[src/verilog/ctrlPkg.sv]
package ctrlPkg;

    typedef enum logic [2:0] {
        aluIdle,
        aluClr,
        aluPass,
        aluAdd,
        aluSub,
        aluMul,
        aluInc
    } aluOp_t;

    // source that drives the shared data bus
    typedef enum logic [3:0] {
        busIdle,
        busDMem,
        busIr,
        busAc,
        busR,
        busRc,
        busR1,
        busRp,
        busRq,
        busRl
    } busSel_t;

    typedef struct packed {
        logic pc;
        logic rc;
        logic rp;
        logic rq;
    } regInc_t;

    typedef struct packed {
        logic ar;
        logic r;
        logic pc;
        logic ir;
        logic rl;
        logic rc;
        logic rp;
        logic rq;
        logic r1;
        logic ac;
    } regWrEn_t;

    typedef struct packed {
        aluOp_t   aluOp;
        regInc_t  incReg;
        regWrEn_t wrEnReg;
        busSel_t  busSel;
        logic     dataMemWrEn;
        logic     zWrEn;
    } ctrlWord_t;

    localparam ctrlWord_t ctrlIdle = '0;  // every enum starts at its idle value

    typedef enum logic [3:0] {
        stIdle,
        stFetch,
        stDecode,
        stExec,
        stOperand,   // second memory word into ir
        stAddrAc,
        stAddrIr,
        stLoad,
        stStore,
        stJump,
        stSkip,
        stHalt
    } step_t;

endpackage

[src/verilog/isaPkg.sv]
package isaPkg;

    import ctrlPkg::*;

    // moves carry the register number in the upper nibble
    typedef enum logic [7:0] {
        opNop    = 8'd0,
        opEnd    = 8'd1,
        opClac   = 8'd2,
        opLdiac  = 8'd3,
        opLdac   = 8'd4,
        opStr    = 8'd5,
        opStir   = 8'd6,
        opJump   = 8'd7,
        opJmpNz  = 8'd8,
        opJmpZ   = 8'd9,
        opMul    = 8'd10,
        opAdd    = 8'd11,
        opSub    = 8'd12,
        opIncac  = 8'd13,
        opMvRlAc = {4'd1, 4'd15},
        opMvRpAc = {4'd2, 4'd15},
        opMvRqAc = {4'd3, 4'd15},
        opMvRcAc = {4'd4, 4'd15},
        opMvRAc  = {4'd5, 4'd15},
        opMvR1Ac = {4'd6, 4'd15},
        opMvAcRp = {4'd7, 4'd15},
        opMvAcRq = {4'd8, 4'd15},
        opMvAcRl = {4'd9, 4'd15}
    } opcode_t;

    typedef enum logic [3:0] {
        clsExec,      // one execute cycle, word comes from the decoder
        clsEnd,
        clsLoad,
        clsStore,
        clsLoadInd,
        clsStoreInd,
        clsJump,
        clsJmpNz,
        clsJmpZ,
        clsIllegal
    } opClass_t;

    typedef struct packed {
        opClass_t  opClass;
        ctrlWord_t execWord;
    } opInfo_t;

endpackage

[src/verilog/instrDecoder.sv]
`timescale 1ns/1ps

module instrDecoder #(
    parameter int irWidth = 8
) (
    input  logic [irWidth-1:0] ins,
    output isaPkg::opInfo_t    opInfo
);

    import isaPkg::*;
    import ctrlPkg::*;

    opcode_t   op;
    opClass_t  cls;
    ctrlWord_t word;

    assign op = opcode_t'(ins);

    always_comb begin
        cls  = clsExec;
        word = ctrlIdle;
        case (op)
            opNop: begin
                cls = clsExec;  // nothing to do
            end
            opEnd:   cls = clsEnd;
            opLdac:  cls = clsLoad;
            opStr:   cls = clsStore;
            opLdiac: cls = clsLoadInd;
            opStir:  cls = clsStoreInd;
            opJump:  cls = clsJump;
            opJmpNz: cls = clsJmpNz;
            opJmpZ:  cls = clsJmpZ;
            opClac: begin
                word.aluOp      = aluClr;
                word.wrEnReg.ac = 1'b1;
            end
            opAdd, opSub, opIncac: begin
                word.wrEnReg.ac = 1'b1;
                word.aluOp      = (op == opAdd) ? aluAdd : (op == opSub) ? aluSub : aluInc;
                word.busSel     = (op == opAdd) ? busR : (op == opSub) ? busRc : busIdle;
            end
            opMul: begin
                word.aluOp      = aluMul;
                word.wrEnReg.ac = 1'b1;
                word.busSel     = busR1;
                word.incReg     = '{pc: 1'b0, rc: 1'b1, rp: 1'b1, rq: 1'b1};  // step matrix indices
            end
            opMvRlAc, opMvRpAc, opMvRqAc, opMvRcAc, opMvRAc, opMvR1Ac: begin
                word.busSel     = busAc;
                word.wrEnReg.rl = (op == opMvRlAc);
                word.wrEnReg.rp = (op == opMvRpAc);
                word.wrEnReg.rq = (op == opMvRqAc);
                word.wrEnReg.rc = (op == opMvRcAc);
                word.wrEnReg.r  = (op == opMvRAc);
                word.wrEnReg.r1 = (op == opMvR1Ac);
            end
            opMvAcRp, opMvAcRq, opMvAcRl: begin
                word.aluOp      = aluPass;
                word.wrEnReg.ac = 1'b1;
                word.busSel     = (op == opMvAcRp) ? busRp : (op == opMvAcRq) ? busRq : busRl;
            end
            default: cls = clsIllegal;
        endcase
        word.zWrEn = word.wrEnReg.ac;  // z follows every AC update
    end

    assign opInfo.opClass  = cls;
    assign opInfo.execWord = word;

endmodule

[src/verilog/stepSequencer.sv]
`timescale 1ns/1ps

module stepSequencer #(
    parameter int memWait = 1
) (
    input  logic             clk,
    input  logic             rstN,
    input  logic             start,
    input  logic             zOut,
    input  isaPkg::opInfo_t  opInfo,
    output ctrlPkg::step_t   step,
    output isaPkg::opInfo_t  curOp,
    output logic             done,
    output logic             ready
);

    import isaPkg::*;
    import ctrlPkg::*;

    localparam int cntWidth = (memWait > 0) ? $clog2(memWait + 1) : 1;

    logic [cntWidth-1:0] waitCnt;
    logic                memStep;
    logic                stepDone;
    logic                toLoad;
    step_t               nextStep;

    // memory steps last memWait extra cycles
    assign memStep  = step inside {stFetch, stOperand, stLoad, stStore};
    assign stepDone = !memStep || (waitCnt == cntWidth'(memWait));
    assign toLoad   = curOp.opClass inside {clsLoad, clsLoadInd};

    always_comb begin
        nextStep = step;
        case (step)
            stIdle: begin
                if (start) begin
                    nextStep = stFetch;
                end
            end
            stFetch: begin
                if (stepDone) begin
                    nextStep = stDecode;
                end
            end
            stDecode: begin
                case (opInfo.opClass)
                    clsExec:                 nextStep = stExec;
                    clsEnd:                  nextStep = stHalt;
                    clsLoad, clsStore:       nextStep = stAddrAc;
                    clsLoadInd, clsStoreInd: nextStep = stOperand;
                    clsJump:                 nextStep = stOperand;
                    clsJmpNz:                nextStep = !zOut ? stOperand : stSkip;
                    clsJmpZ:                 nextStep = zOut ? stOperand : stSkip;
                    default:                 nextStep = stIdle;  // illegal opcode
                endcase
            end
            stOperand: begin
                if (stepDone) begin
                    nextStep = (curOp.opClass inside {clsLoadInd, clsStoreInd}) ? stAddrIr : stJump;
                end
            end
            stAddrAc, stAddrIr: begin
                nextStep = toLoad ? stLoad : stStore;
            end
            stLoad, stStore: begin
                if (stepDone) begin
                    nextStep = stFetch;
                end
            end
            stExec, stJump, stSkip: nextStep = stFetch;
            stHalt:                 nextStep = stHalt;
            default:                nextStep = stIdle;
        endcase
    end

    always_ff @(posedge clk) begin
        if (!rstN) begin
            step    <= stIdle;
            waitCnt <= '0;
        end else begin
            step <= nextStep;
            if (stepDone) begin
                waitCnt <= '0;
            end else begin
                waitCnt <= waitCnt + 1'b1;
            end
        end
    end

    always_ff @(posedge clk) begin
        if (step == stDecode) begin
            curOp <= opInfo;  // held for the rest of the instruction
        end
    end

    assign done  = (step == stHalt);
    assign ready = (step == stIdle);

endmodule

[src/verilog/ctrlWordGen.sv]
`timescale 1ns/1ps

module ctrlWordGen (
    input  ctrlPkg::step_t     step,
    input  isaPkg::opInfo_t    curOp,
    output ctrlPkg::ctrlWord_t ctrl
);

    import ctrlPkg::*;

    always_comb begin
        ctrl = ctrlIdle;
        case (step)
            stFetch: begin
                ctrl.wrEnReg.ir = 1'b1;
                ctrl.busSel     = busIdle;
            end
            stDecode: begin
                ctrl.incReg.pc = 1'b1;
                ctrl.busSel    = busDMem;
            end
            stExec: begin
                ctrl = curOp.execWord;
            end
            stOperand: begin
                ctrl.wrEnReg.ir = 1'b1;  // address word from memory
                ctrl.busSel     = busDMem;
            end
            stAddrAc: begin
                ctrl.wrEnReg.ar = 1'b1;
                ctrl.busSel     = busAc;
            end
            stAddrIr: begin
                ctrl.wrEnReg.ar = 1'b1;
                ctrl.incReg.pc  = 1'b1;  // skip past the operand word
                ctrl.busSel     = busIr;
            end
            stLoad: begin
                ctrl.aluOp      = aluPass;
                ctrl.wrEnReg.ac = 1'b1;
                ctrl.zWrEn      = 1'b1;
                ctrl.busSel     = busDMem;
            end
            stStore: begin
                ctrl.dataMemWrEn = 1'b1;
            end
            stJump: begin
                ctrl.wrEnReg.pc = 1'b1;
                ctrl.busSel     = busIr;
            end
            stSkip: begin
                ctrl.incReg.pc = 1'b1;  // untaken branch steps over its target
            end
            stHalt: begin
                ctrl.busSel = busDMem;
            end
            default: begin
                ctrl = ctrlIdle;
            end
        endcase
    end

endmodule

[src/verilog/controlUnit.sv]
`timescale 1ns/1ps

module controlUnit #(
    parameter int irWidth = 8,
    parameter int memWait = 1
) (
    input  logic               clk,
    input  logic               rstN,
    input  logic               start,
    input  logic               zOut,
    input  logic [irWidth-1:0] ins,
    output ctrlPkg::ctrlWord_t ctrl,
    output logic               done,
    output logic               ready
);

    import isaPkg::*;
    import ctrlPkg::*;

    opInfo_t opInfo;
    opInfo_t curOp;
    step_t   step;

    instrDecoder #(
        .irWidth(irWidth)
    ) i_instrDecoder (
        .ins   (ins),
        .opInfo(opInfo)
    );

    stepSequencer #(
        .memWait(memWait)
    ) i_stepSequencer (
        .clk   (clk),
        .rstN  (rstN),
        .start (start),
        .zOut  (zOut),
        .opInfo(opInfo),
        .step  (step),
        .curOp (curOp),
        .done  (done),
        .ready (ready)
    );

    ctrlWordGen i_ctrlWordGen (
        .step (step),
        .curOp(curOp),
        .ctrl (ctrl)
    );

endmodule

[config.mk]
export PLATFORM = sky130hd
export DESIGN_NAME = controlUnit
export DESIGN_NICKNAME = d
export VERILOG_FILES = /design/src/verilog/ctrlPkg.sv /design/src/verilog/isaPkg.sv /design/src/verilog/instrDecoder.sv /design/src/verilog/stepSequencer.sv /design/src/verilog/ctrlWordGen.sv /design/src/verilog/controlUnit.sv
export SDC_FILE = /design/constraint.sdc
export NUM_CORES = 1
export LEC_CHECK = 0
export ABC_AREA = 1
export BUFFER_PORTS_ARGS = -buffer_cell sky130_fd_sc_hd__buf_4
export CAP_MARGIN = 30
export CORE_ASPECT_RATIO = 1.1
export CORE_MARGIN = 1
export CORE_UTILIZATION = 55
export CTS_CLUSTER_SIZE = 8
export DETAILED_ROUTE_END_ITERATION = 8
export PLACE_DENSITY = 0.76
export SETUP_SLACK_MARGIN = 0.3
export SLEW_MARGIN = 10
export SYNTH_ARGS = -nofsm -noshare
export SYNTH_HDL_FRONTEND = slang
export SYNTH_SLANG_ARGS = --single-unit
[constraint.sdc]
create_clock -name clk -period 3.1 [get_ports clk]
set_clock_uncertainty 0.1 [all_clocks]
set_input_delay 0 -clock clk [delete_from_list [all_inputs] [get_ports clk]]
set_output_delay 0 -clock clk [all_outputs]
set_load 0.05 [all_outputs]
# After elaboration in Yosys (flattened, before gate mapping)
# Index checks and enable logic that the tools add are counted.
[word_totals] regBits=27 inputBits=12 out_inout_bits=25
[op_classes] n_addsub=1 eq_ne=48 mux=32 bitwise_logic=1 n_reduce_logical=24
[ops] operator="$eq A8 B4 Y1 const B" n=6
[ops] operator="$eq A4 B3 Y1 const B" n=10
[ops] operator="$mux W4" n=10
[ops] operator="$pmux W4 S9" n=1
[ops] operator="$eq A8 B3 Y1 const B" n=4
[ops] operator="$eq A8 B7 Y1 const B" n=4
[ops] operator="$pmux W4 S4" n=2
[ops] operator="$pmux W4 S8" n=1
[ops] operator="$pmux W4 S6" n=1
[ops] operator="$eq A4 B2 Y1 const B" n=5
[ops] operator="$eq A4 B4 Y1 const B" n=5
[ops] operator="$eq A8 B2 Y1 const B" n=2
[ops] operator="$eq A8 B6 Y1 const B" n=2
[ops] operator="$eq A8 B8 Y1 const B" n=2
[ops] operator="$reduce_or A15 Y1" n=1
[ops] operator="$reduce_or A3 Y1" n=5
[ops] operator="$mux W3" n=4
[ops] operator="$pmux W3 S4" n=1
[ops] operator="$reduce_or A2 Y1" n=6
[ops] operator="$eq A4 B1 Y1 const B" n=2
[ops] operator="$eq A8 B1 Y1 const B" n=1
[ops] operator="$eq A8 B5 Y1 const B" n=1
[ops] operator="$logic_not A4 Y1" n=2
[ops] operator="$logic_not A8 Y1" n=1
[ops] operator="17 further kinds" n=27

# Longest topological paths before layout
# Gate-level depths: netlist (run 1).
[depth] ltp_word=7 mapped_depth=13 depth_no_buf=13

# Hierarchy
# A second synthesis (run 1) with hierarchy kept.
[hier_totals] hier_cells=312 hier_area_um2=2178.3
[by_module_without_submodules] module="stepSequencer" n_inst=1 cells_each=131 area_each_um2=1333.8
[by_module_without_submodules] module="instrDecoder" n_inst=1 cells_each=105 area_each_um2=521.8
[by_module_without_submodules] module="ctrlWordGen" n_inst=1 cells_each=76 area_each_um2=322.8

# Worst setup path after synthesis (run 1)
# Ideal clock, no wire load.
[synth_timing] kind="register -> output" start="register i_stepSequencer.step[1]" end="output ctrl[2] (netlist bit)" arrival_ns=2.155 slack_ns=0.845 stages_incl_launch_ff=7 path_cell_list="dfxtp_1 inv_1 nor2_1 inv_1 nor2_1 nor2_1 o211ai_1"
[synth_rtl] item="from (decl)" line_no="stepSequencer.sv:11" text="output ctrlPkg::step_t step,"
[synth_rtl] item="from (signal assigned)" line_no="stepSequencer.sv:79" text="step <= stIdle;"
[synth_rtl] item="from (signal assigned)" line_no="stepSequencer.sv:82" text="step <= nextStep;"
[synth_rtl] item="to (decl)" line_no="controlUnit.sv:12" text="output ctrlPkg::ctrlWord_t ctrl,"

==> parameters.txt, run 1 <==
Parameter                              Value

GRT
  Global-route wire length before repair    6420 um
  Antenna violations before repair    0
  GR Util All Layers    0.234
  Largest net degree at the start of global routing    20
  Sum of overflow across all layers after global routing    0
  Number of global-route vias before repair    1484

Detailed routing
  Via count    1700
  Drt initial violations    62
  Residual DRC    0
  Routed length per instance    11.1 um
  Total wirelength of the detailed-routed design    3790 um
  Remaining antenna violation count    0
  Routed vias/inst    4.97
  1st-pass router iterations    4

Timing
  Unrepaired setup endpoints after global routing    false
  Final setup TNS    0 ps
  Final Slew Violations    0
  Final hold viol count    0
  Worst Hold Margin    38.3 ps
  Ratio of final minimum period to clock period    0.629
  Setup Viol. Count Final    0
  Max Clk Rate    0.513 GHz
  Transition time of the tightest slew-check pin    412 ps
  Worst max-slew margin expressed relative to the limit    0.724
  Time the worst path needs with I/O delays and setup    1950 ps

Finish
  Final design area excluding fillers    2190 um2
  Number of antenna cells inserted    0
  Final #Nets    321
  Most common cell after layout, fill and taps aside    sky130_fd_sc_hd__nand2_1
  Area Growth Syn to Fin    22.8%
  Share of post-route cells with drive strength above 1    0.218
  Filler Cells Inserted    260
  Most used cells in the layout excluding fill and tap cells    sky130_fd_sc_hd__nand2_1, sky130_fd_sc_hd__nor2_1, sky130_fd_sc_hd__inv_1

Clocking
  Root buffer cell    sky130_fd_sc_hd__clkbuf_4
  Clock latency on the worst-skew pair    290 ps
  Number of clock sinks    24
  Post-CTS clock slew at the launch and capture registers of the worst setup and hold paths    120 ps
  TritonCTS buffer count    3
  Total of cells resized after clock tree synthesis    0
  CTS H-tree lvls    1
  Maximum count of clock buffers along a single path    2
  CTS tree    done

Floorplanning
  Die X-Extent    56.3 um
  Area of the core    3070 um2
  Area of the die    3470 um2
  Count of boundary I/O pins    37
  Starting density of the core    0.580
  Cell row count    21
  Die Ht    61.7 um

Hold path
  Type of the worst min-delay path    input port to flip-flop

Power and ir drop
  Static Leakage    1.14 nW
  Cell area power density    501 nW/um2
  Total power    1.10 mW
  Maximum vdd drop    540 uV

Worst setup path
  Maximum fanout along the worst path    11
  Data arrival time of the critical path    1850 ps
  Required @ worst endpoint    3000 ps
  Category of the worst setup path launch point    flip-flop
  Worst Setup Path Type    flip-flop to output port
  Kind of end point of the critical path    output port

Synthesis
  Number of instances in the synthesized netlist    265
  Library cell occupying the most area in the post-synthesis netlist    sky130_fd_sc_hd__edfxtp_1
  Count of synthesis-stage warnings from yosys    0
  Net count of the mapped netlist    277
  Cell area after synthesis    1780 um2
  Post-synthesis async set-or-reset flop share    0
  Synthesized area divided by synthesized cell count    6.73 um2
  Synthesized flop and latch total    24
  Seq/Total Area, Yosys    0.376
  Area share of the leading cell type in the synthesized netlist    0.320
  Flip-flop cell with the highest count after synthesis    sky130_fd_sc_hd__edfxtp_1
  Leading post-synthesis cells by cell area    sky130_fd_sc_hd__edfxtp_1, sky130_fd_sc_hd__nand2_1, sky130_fd_sc_hd__nor2_1
  Number of enable flip-flop cells after synthesis    19
  Library cells used by synthesis    31

Run
  Number of violations of the max-capacitance limit    0

Placed design
  Count of port buffers added during placement    36
  DP HPWL    3070 um
  Gpl congestion    0.896
  Placed standard-cell area    2080 um2

Status
  Run status    finished, final reports clean
==> critical path, cell delays in order (launching register included) <==
cell and delay, ps:
sky130_fd_sc_hd__dfxtp_1 370, sky130_fd_sc_hd__nor2_1 140, sky130_fd_sc_hd__inv_1 100, sky130_fd_sc_hd__nor2_1 260, sky130_fd_sc_hd__inv_1 240, sky130_fd_sc_hd__nor2_1 210, sky130_fd_sc_hd__buf_4 230
==> per-layer routing <==
layer,vias to the layer above,GRT usage,part of all wire
met5,-,0,0
li1,918,-,-
met4,0,0.0523,0.017
met1,742,0.309,0.45
met2,34,0.435,0.51
met3,6,0.0145,0.027
==> per-stage QoR <==
stage | setup slack, ps | utilization | instances
finish | 1150 | 0.712 | 342
CTS | 1130 | 0.712 | 342
floorplan | 845 | - | 265
global placement | 1250 | 0.676 | 332
detailed placement | 1180 | 0.676 | 332
global route | 911 | 0.712 | 342
==> flip-flops by register name, indices dropped and copies added, names as in the netlist <==
| register | count |
|---|---|
| i_stepSequencer.curOp | 19 |
| i_stepSequencer.step | 4 |
| i_stepSequencer.waitCnt | 1 |
==> power breakdown <==
group          switching, mW  leakage, nW  internal (mW)  total (mW)
combinational          0.314        0.900          0.134       0.447
sequential            0.0243        0.215          0.408       0.432
clock                 0.0878       0.0279          0.131       0.218
==> timing repair <==
action | 4_1_cts | 5_1_grt
hold buffers | 6 | 0
buffers inserted | 0 | 0
endpoints found under the hold margin | 9 | 0
==> Yosys cell counts, drive strengths merged (2+ instances only) <==
cell type,number
dfxtp,5
inv,50
nor2,61
o21ai,8
nor3,5
nand2,72
a211oi,2
nand3,14
edfxtp,19
nand4,4
a21oi,13
buf,3
==> final cells by class <==
cell class,instances,area (um2),share of cell area
Sequential cell,24,671,0.306
Inverter,50,188,0.0857
Clock inverter,1,30.0,0.0137
Tap cell,34,42.5,0.0194
Clock buffer,3,22.5,0.0103
Multi-Input combinational cell,187,898,0.410
Timing Repair Buffer,43,338,0.154
==> final timing paths <==
check                           cells past startpoint                        end                    start  slack [ps]
worst min register to register                      3    i_stepSequencer.waitCnt  i_stepSequencer.waitCnt         410
worst max register to register                      9    i_stepSequencer.step[1]  i_stepSequencer.step[1]        1170
worst min-delay path                                4  i_stepSequencer.curOp[24]                   ins[1]          40
worst max-delay path                                6                   ctrl[17]  i_stepSequencer.step[3]        1150
==> logic make-up (layout without fill, tap and decap cells) <==
kind of cell           after synthesis  in the layout  synth area share
AOI/OAI and AO/OA                   28             28             0.105
buffers and inverters               54             97             0.120
DFF                                 24             24             0.376
and+or+nand+nor                    159            159             0.399
Power figures use the tool's default switching activity.
==> run 2: changes to the inputs <==
clock period = 1.9 ns   (was 3.1 ns; I/O delays follow)
==> parameters.txt, run 2 (synthesis gave the netlist of run 1 again) <==
Parameter                              Value

Status
  Run status    finished, final reports clean

Timing
  Final setup TNS    0 ps (unchanged)
  Transition time of the tightest slew-check pin    288 ps (-123 ps)
  Unrepaired setup endpoints after global routing    true
  Final hold viol count    0 (unchanged)
  Final Slew Violations    0 (unchanged)
  Ratio of final minimum period to clock period    0.872
  Max Clk Rate    0.603 GHz
  Final worst slack    243 ps (-907 ps)
  Time the worst path needs with I/O delays and setup    1660 ps
  Setup Viol. Count Final    0 (unchanged)
  Worst max-slew margin expressed relative to the limit    0.807 (+0.0825)

Worst setup path
  Worst path max stage delay    390 ps (+20 ps)
  Category of the worst setup path launch point    flip-flop
  Data arrival time of the critical path    1790 ps (-60 ps)
  Buf+Inv Stages, Crit Path    4 (+1)
  Slowest stage cell on the critical path    sky130_fd_sc_hd__dfxtp_4
  Required @ worst endpoint    2040 ps (-960 ps)
  CP delay by family, top    buffers and inverters
  Cell chain of the critical path    nor2_2 -> inv_2 -> buf_4 -> nor2_4 -> inv_1 -> o21ai_4 -> buf_4 -> nand2_1 -> a21oi_1
  Worst Setup Path Type    flip-flop to flip-flop
  Kind of end point of the critical path    flip-flop
  Most numerous cell on the critical path    sky130_fd_sc_hd__buf_4
  Maximum fanout along the worst path    5 (-6)

Finish
  Top register by number of flip-flops    i_stepSequencer.curOp
  Number of antenna cells inserted    0 (unchanged)
  Largest register FFs    19 (unchanged)
  Storage element area    683 um2 (+1.9%)
  Share of post-route cells with drive strength above 1    0.365 (+0.147)
  Filler Cells Inserted    214 (-18%)
  Final #Nets    331 (+3.1%)
  Largest registers    i_stepSequencer.curOp: 19 flops, i_stepSequencer.step: 4 flops, i_stepSequencer.waitCnt: 1 flops
  Most used cells in the layout excluding fill and tap cells    sky130_fd_sc_hd__nand2_1, sky130_fd_sc_hd__buf_4, sky130_fd_sc_hd__inv_1
  Most common cell after layout, fill and taps aside    sky130_fd_sc_hd__nand2_1
  Area Growth Syn to Fin    37.0%
  Area of the multi-input gates    1030 um2 (+15%)

GRT
  Number of global-route vias before repair    1593 (+7.3%)
  GR Util All Layers    0.245 (+0.0111)
  Antenna violations before repair    0 (unchanged)
  Largest net degree at the start of global routing    14 (-30%)
  Sum of overflow across all layers after global routing    0 (unchanged)
  Global-route wire length before repair    6690 um (+4.2%)

Power and ir drop
  Cell area power density    798 nW/um2 (+59%)
  Maximum vdd drop    1140 uV (+110%)
  Static Leakage    1.20 nW (+5.2%)

Clocking
  Clock latency on the worst-skew pair    300 ps (about the same)
  CTS tree    done
  Maximum count of clock buffers along a single path    2 (unchanged)
  Root buffer cell    sky130_fd_sc_hd__clkbuf_4
  Post-CTS clock slew at the launch and capture registers of the worst setup and hold paths    120 ps (about the same)
  TritonCTS buffer count    3 (unchanged)
  CTS H-tree lvls    1 (unchanged)
  Number of clock sinks    24 (unchanged)

Placed design
  Gpl congestion    0.877 (-2.0%)
  Count of port buffers added during placement    36 (unchanged)
  DP HPWL    3070 um (-0.27%)
  Pre-CTS setup slack    216 ps (-965 ps)

Floorplanning
  Die Ht    61.7 um (unchanged)
  Count of boundary I/O pins    37 (unchanged)
  Area of the core    3070 um2 (unchanged)
  Starting density of the core    0.580 (unchanged)
  Cell row count    21 (unchanged)
  Area of the die    3470 um2 (unchanged)
  Die X-Extent    56.3 um (unchanged)

Detailed routing
  Residual DRC    0 (unchanged)
  Routed length per instance    12.1 um (+9.4%)
  Drt initial violations    53 (-15%)
  Total wirelength of the detailed-routed design    4270 um (+13%)
  1st-pass router iterations    4 (unchanged)
  Via count    1812 (+6.6%)
  Remaining antenna violation count    0 (unchanged)
  Routed vias/inst    5.15 (+3.6%)

Run
  Number of violations of the max-capacitance limit    0 (unchanged)

Hold path
  Type of the worst min-delay path    input port to flip-flop
## run 2: final cells by class
class / instances / share of cell area
multi-input combinational: 187 / 0.423
sequential: 24 / 0.280
timing repair buffer: 53 / 0.191
inverter: 50 / 0.0779
tap: 34 / 0.0174
clock buffer: 3 / 0.00922
clock inverter: 1 / 0.00154
## run 2: routing by layer
| metal | wire length (um) | track usage |
|---|---|---|
| met3 | 125 | 0.0290 |
| met2 | 2230 | 0.451 |
| met4 | 66 | 0.105 |
| met5 | 0 | 0 |
| met1 | 1850 | 0.300 |
## run 2: what timing repair did
action | in CTS | in global routing
gates cloned | 0 | 0
hold buffers | 6 | 0
gates resized for setup | 16 | 15
endpoints found under the setup margin | 22 | 27
pin swaps | 3 | 4
buffers inserted | 7 | 2
hold endpoints to repair | 9 | 0
## run 2: power breakdown
group	total [mW]	internal (mW)	switching [mW]
Combinational	1.01	0.380	0.629
Clock	0.215	0.0765	0.139
Sequential	0.724	0.673	0.0508
Total	1.95	1.13	0.818
## run 2: stage by stage
step / cell area, um2 / total power [mW] / hold WS [ps] / util / cells
after floorplan: 1870 / 1.35 / 72.6 / - / 265
after global placement: 2190 / 1.55 / 206 / 0.711 / 333
after detailed placement: 2190 / 1.56 / 188 / 0.711 / 333
after CTS: 2370 / 1.85 / 33.9 / 0.771 / 350
after global routing: 2440 / 2.06 / 38.8 / 0.794 / 352
final: 2440 / 1.95 / 40.1 / 0.794 / 352
## run 2: worst register-to-register path: stages, from the launching register on
cell,delay [ps]
sky130_fd_sc_hd__dfxtp_4,390
sky130_fd_sc_hd__nor2_2,140
sky130_fd_sc_hd__inv_2,90
sky130_fd_sc_hd__buf_4,160
sky130_fd_sc_hd__nor2_4,110
sky130_fd_sc_hd__inv_1,80
sky130_fd_sc_hd__o21ai_4,190
sky130_fd_sc_hd__buf_4,140
sky130_fd_sc_hd__nand2_1,40
sky130_fd_sc_hd__a21oi_1,140
## run 2: worst paths after layout
path / start / to / slack [ps] / depth (start not counted)
setup / recovery: i_stepSequencer.step[2] / i_stepSequencer.step[2] / 240 / 9
hold / removal: ins[1] / i_stepSequencer.curOp[24] / 40 / 4
setup reg to reg: i_stepSequencer.step[2] / i_stepSequencer.step[2] / 240 / 9
hold reg to reg: i_stepSequencer.step[1] / i_stepSequencer.step[1] / 430 / 2
==> run 3: changes to the inputs <==
clock period = 1.6 ns   (was 1.9 ns; I/O delays follow)
==> parameters.txt, run 3 (synthesis gave the netlist of run 1 again) <==
Parameter                              Value

Floorplanning
  Die Ht    61.7 um (unchanged)
  Area of the die    3470 um2 (unchanged)
  Starting density of the core    0.580 (unchanged)
  Die X-Extent    56.3 um (unchanged)
  Area of the core    3070 um2 (unchanged)
  Cell row count    21 (unchanged)
  Count of boundary I/O pins    37 (unchanged)

Timing
  Ratio of final minimum period to clock period    1.23 (+0.358)
  Unrepaired setup endpoints after global routing    true
  Transition time of the tightest slew-check pin    422 ps (+134 ps)
  Time the worst path needs with I/O delays and setup    1970 ps (+312 ps)
  Final worst slack    -369 ps (-612 ps)
  Final Slew Violations    0 (unchanged)
  Worst max-slew margin expressed relative to the limit    0.717 (-0.0903)
  Max Clk Rate    0.508 GHz (-16%)
  Setup Viol. Count Final    32 (+32)
  Final hold viol count    0 (unchanged)

Power and ir drop
  Total power    2.84 mW (+46%)
  Static Leakage    1.33 nW (+10%)
  Maximum vdd drop    1170 uV (+2.9%)
  Cell area power density    1010 nW/um2 (+27%)

Worst setup path
  Setup slack of the most critical reg-to-reg path    -370 ps (-610 ps)
  RR Startpoint    i_stepSequencer.step[1]
  Capture point of the worst reg-to-reg path    i_stepSequencer.step[3]
  Worst Setup Path Type    flip-flop to flip-flop
  Worst Reg2Reg Path Length in Cells    8 (-1)
  Timing startpoint of the critical path    i_stepSequencer.step[1]
  Category of the worst setup path launch point    flip-flop
  Kind of end point of the critical path    flip-flop
  Required @ worst endpoint    1730 ps (-310 ps)
  Maximum fanout along the worst path    6 (+1)
  Data arrival time of the critical path    2100 ps (+310 ps)
  Worst setup path endpoint    i_stepSequencer.step[3]

Clocking
  TritonCTS buffer count    3 (unchanged)
  Root buffer cell    sky130_fd_sc_hd__clkbuf_4
  Post-CTS clock slew at the launch and capture registers of the worst setup and hold paths    140 ps (+20 ps)
  CTS H-tree lvls    1 (unchanged)
  Clock latency on the worst-skew pair    310 ps (about the same)
  Maximum count of clock buffers along a single path    2 (unchanged)
  Number of clock sinks    24 (unchanged)
  CTS tree    done

Finish
  Filler Cells Inserted    130 (-39%)
  Top register by number of flip-flops    i_stepSequencer.curOp
  Most used cells in the layout excluding fill and tap cells    sky130_fd_sc_hd__nand2_1, sky130_fd_sc_hd__inv_1, sky130_fd_sc_hd__buf_4
  Number of antenna cells inserted    0 (unchanged)
  Largest register FFs    19 (unchanged)
  Most common cell after layout, fill and taps aside    sky130_fd_sc_hd__nand2_1
  Final #Nets    347 (+4.8%)
  Share of post-route cells with drive strength above 1    0.428 (+0.0634)
  Area Growth Syn to Fin    57.1%
  Largest registers    i_stepSequencer.curOp: 19 flops, i_stepSequencer.step: 4 flops, i_stepSequencer.waitCnt: 1 flops
  Non-Filler Instances    368 (+4.5%)

Hold path
  Type of the worst min-delay path    input port to flip-flop

Detailed routing
  Routed vias/inst    6.43 (+25%)
  Remaining antenna violation count    0 (unchanged)
  Via count    2365 (+31%)
  Routed length per instance    21.1 um (+74%)
  Drt initial violations    339 (+540%)
  Residual DRC    0 (unchanged)
  1st-pass router iterations    6 (+2)
  Total wirelength of the detailed-routed design    7780 um (+82%)

GRT
  Antenna violations before repair    0 (unchanged)
  Number of global-route vias before repair    1990 (+25%)
  Global-route wire length before repair    9490 um (+42%)
  GR Util All Layers    0.362 (+0.116)
  Largest net degree at the start of global routing    14 (unchanged)
  Sum of overflow across all layers after global routing    0 (unchanged)

Status
  Run status    finished, violations left
  Violations in the final reports    negative setup slack

Placed design
  Gpl congestion    0.940 (+7.1%)
  Count of port buffers added during placement    36 (unchanged)
  DP HPWL    3500 um (+14%)
  Pre-CTS setup slack    -61.5 ps (-277 ps)
  Placed insts    341 (+2.4%)

Run
  Number of violations of the max-capacitance limit    0 (unchanged)
==> run 3: worst max-delay path, cell delays in order (launching register included) <==
cell and delay [ps]:
sky130_fd_sc_hd__dfxtp_4 410, sky130_fd_sc_hd__nor2_4 130, sky130_fd_sc_hd__inv_2 80, sky130_fd_sc_hd__buf_4 160, sky130_fd_sc_hd__nor2_4 170, sky130_fd_sc_hd__inv_1 160
sky130_fd_sc_hd__o21ai_4 280, sky130_fd_sc_hd__nand2_1 150, sky130_fd_sc_hd__a21oi_1 240
==> run 3: worst min-delay path by stage <==
stage,to,cells past startpoint,from,slack (ps)
6_report,i_stepSequencer.curOp[24],4,ins[1],40
5_1_grt,i_stepSequencer.curOp[8],4,ins[6],60
4_1_cts,i_stepSequencer.curOp[24],4,ins[1],30
3_5_place_dp,i_stepSequencer.step[1],3,rstN,210
3_3_place_gp,i_stepSequencer.step[0],3,rstN,210
2_1_floorplan,i_stepSequencer.waitCnt,2,rstN,70
==> run 3: stage by stage <==
| step | hold WS [ps] | TNS [ps] | util | instance area (um2) |
|---|---|---|---|---|
| 2_1_floorplan | 72.6 | -52.6 | - | 1960 |
| 3_3_place_gp | 208 | 0 | 0.751 | 2310 |
| 3_5_place_dp | 206 | -73.2 | 0.751 | 2310 |
| 4_1_cts | 30.5 | -416 | 0.862 | 2650 |
| 5_1_grt | 59.6 | -4320 | 0.911 | 2800 |
| 6_report | 37.7 | -3180 | 0.911 | 2800 |
==> run 3: timing repair <==
action                                  CTS  global route
resized for setup                        49            25
setup buffers                            10             8
endpoints found under the hold margin     9             0
pin swaps                                15            13
hold buffers                              5             0
endpoints found under the setup margin   48            54
==> run 3: routing by layer <==
| metal | vias up | global-route usage | wire length [um] |
|---|---|---|---|
| li1 | 977 | - | - |
| met1 | 1062 | 0.396 | 2500 |
| met2 | 253 | 0.682 | 3630 |
| met3 | 73 | 0.0621 | 1020 |
| met4 | 0 | 0.206 | 626 |
| met5 | - | 0 | 0 |
==> run 3: layout make-up <==
class | count | area, um2 | share of cell area
inverters | 50 | 195 | 0.0697
multi-input cells | 187 | 1150 | 0.410
clock buffers | 4 | 36.3 | 0.0130
repair buffers | 69 | 693 | 0.248
well taps | 34 | 42.5 | 0.0152
flip-flops and latches | 24 | 686 | 0.245
==> run 3: where the power goes <==
| part | leakage (nW) | switching [mW] | total (mW) | internal (mW) |
|---|---|---|---|---|
| sequential | 0.218 | 0.0863 | 0.887 | 0.801 |
| clock | 0.0210 | 0.185 | 0.324 | 0.139 |
| combinational | 1.09 | 1.04 | 1.63 | 0.591 |
| total | 1.33 | 1.31 | 2.84 | 1.53 |
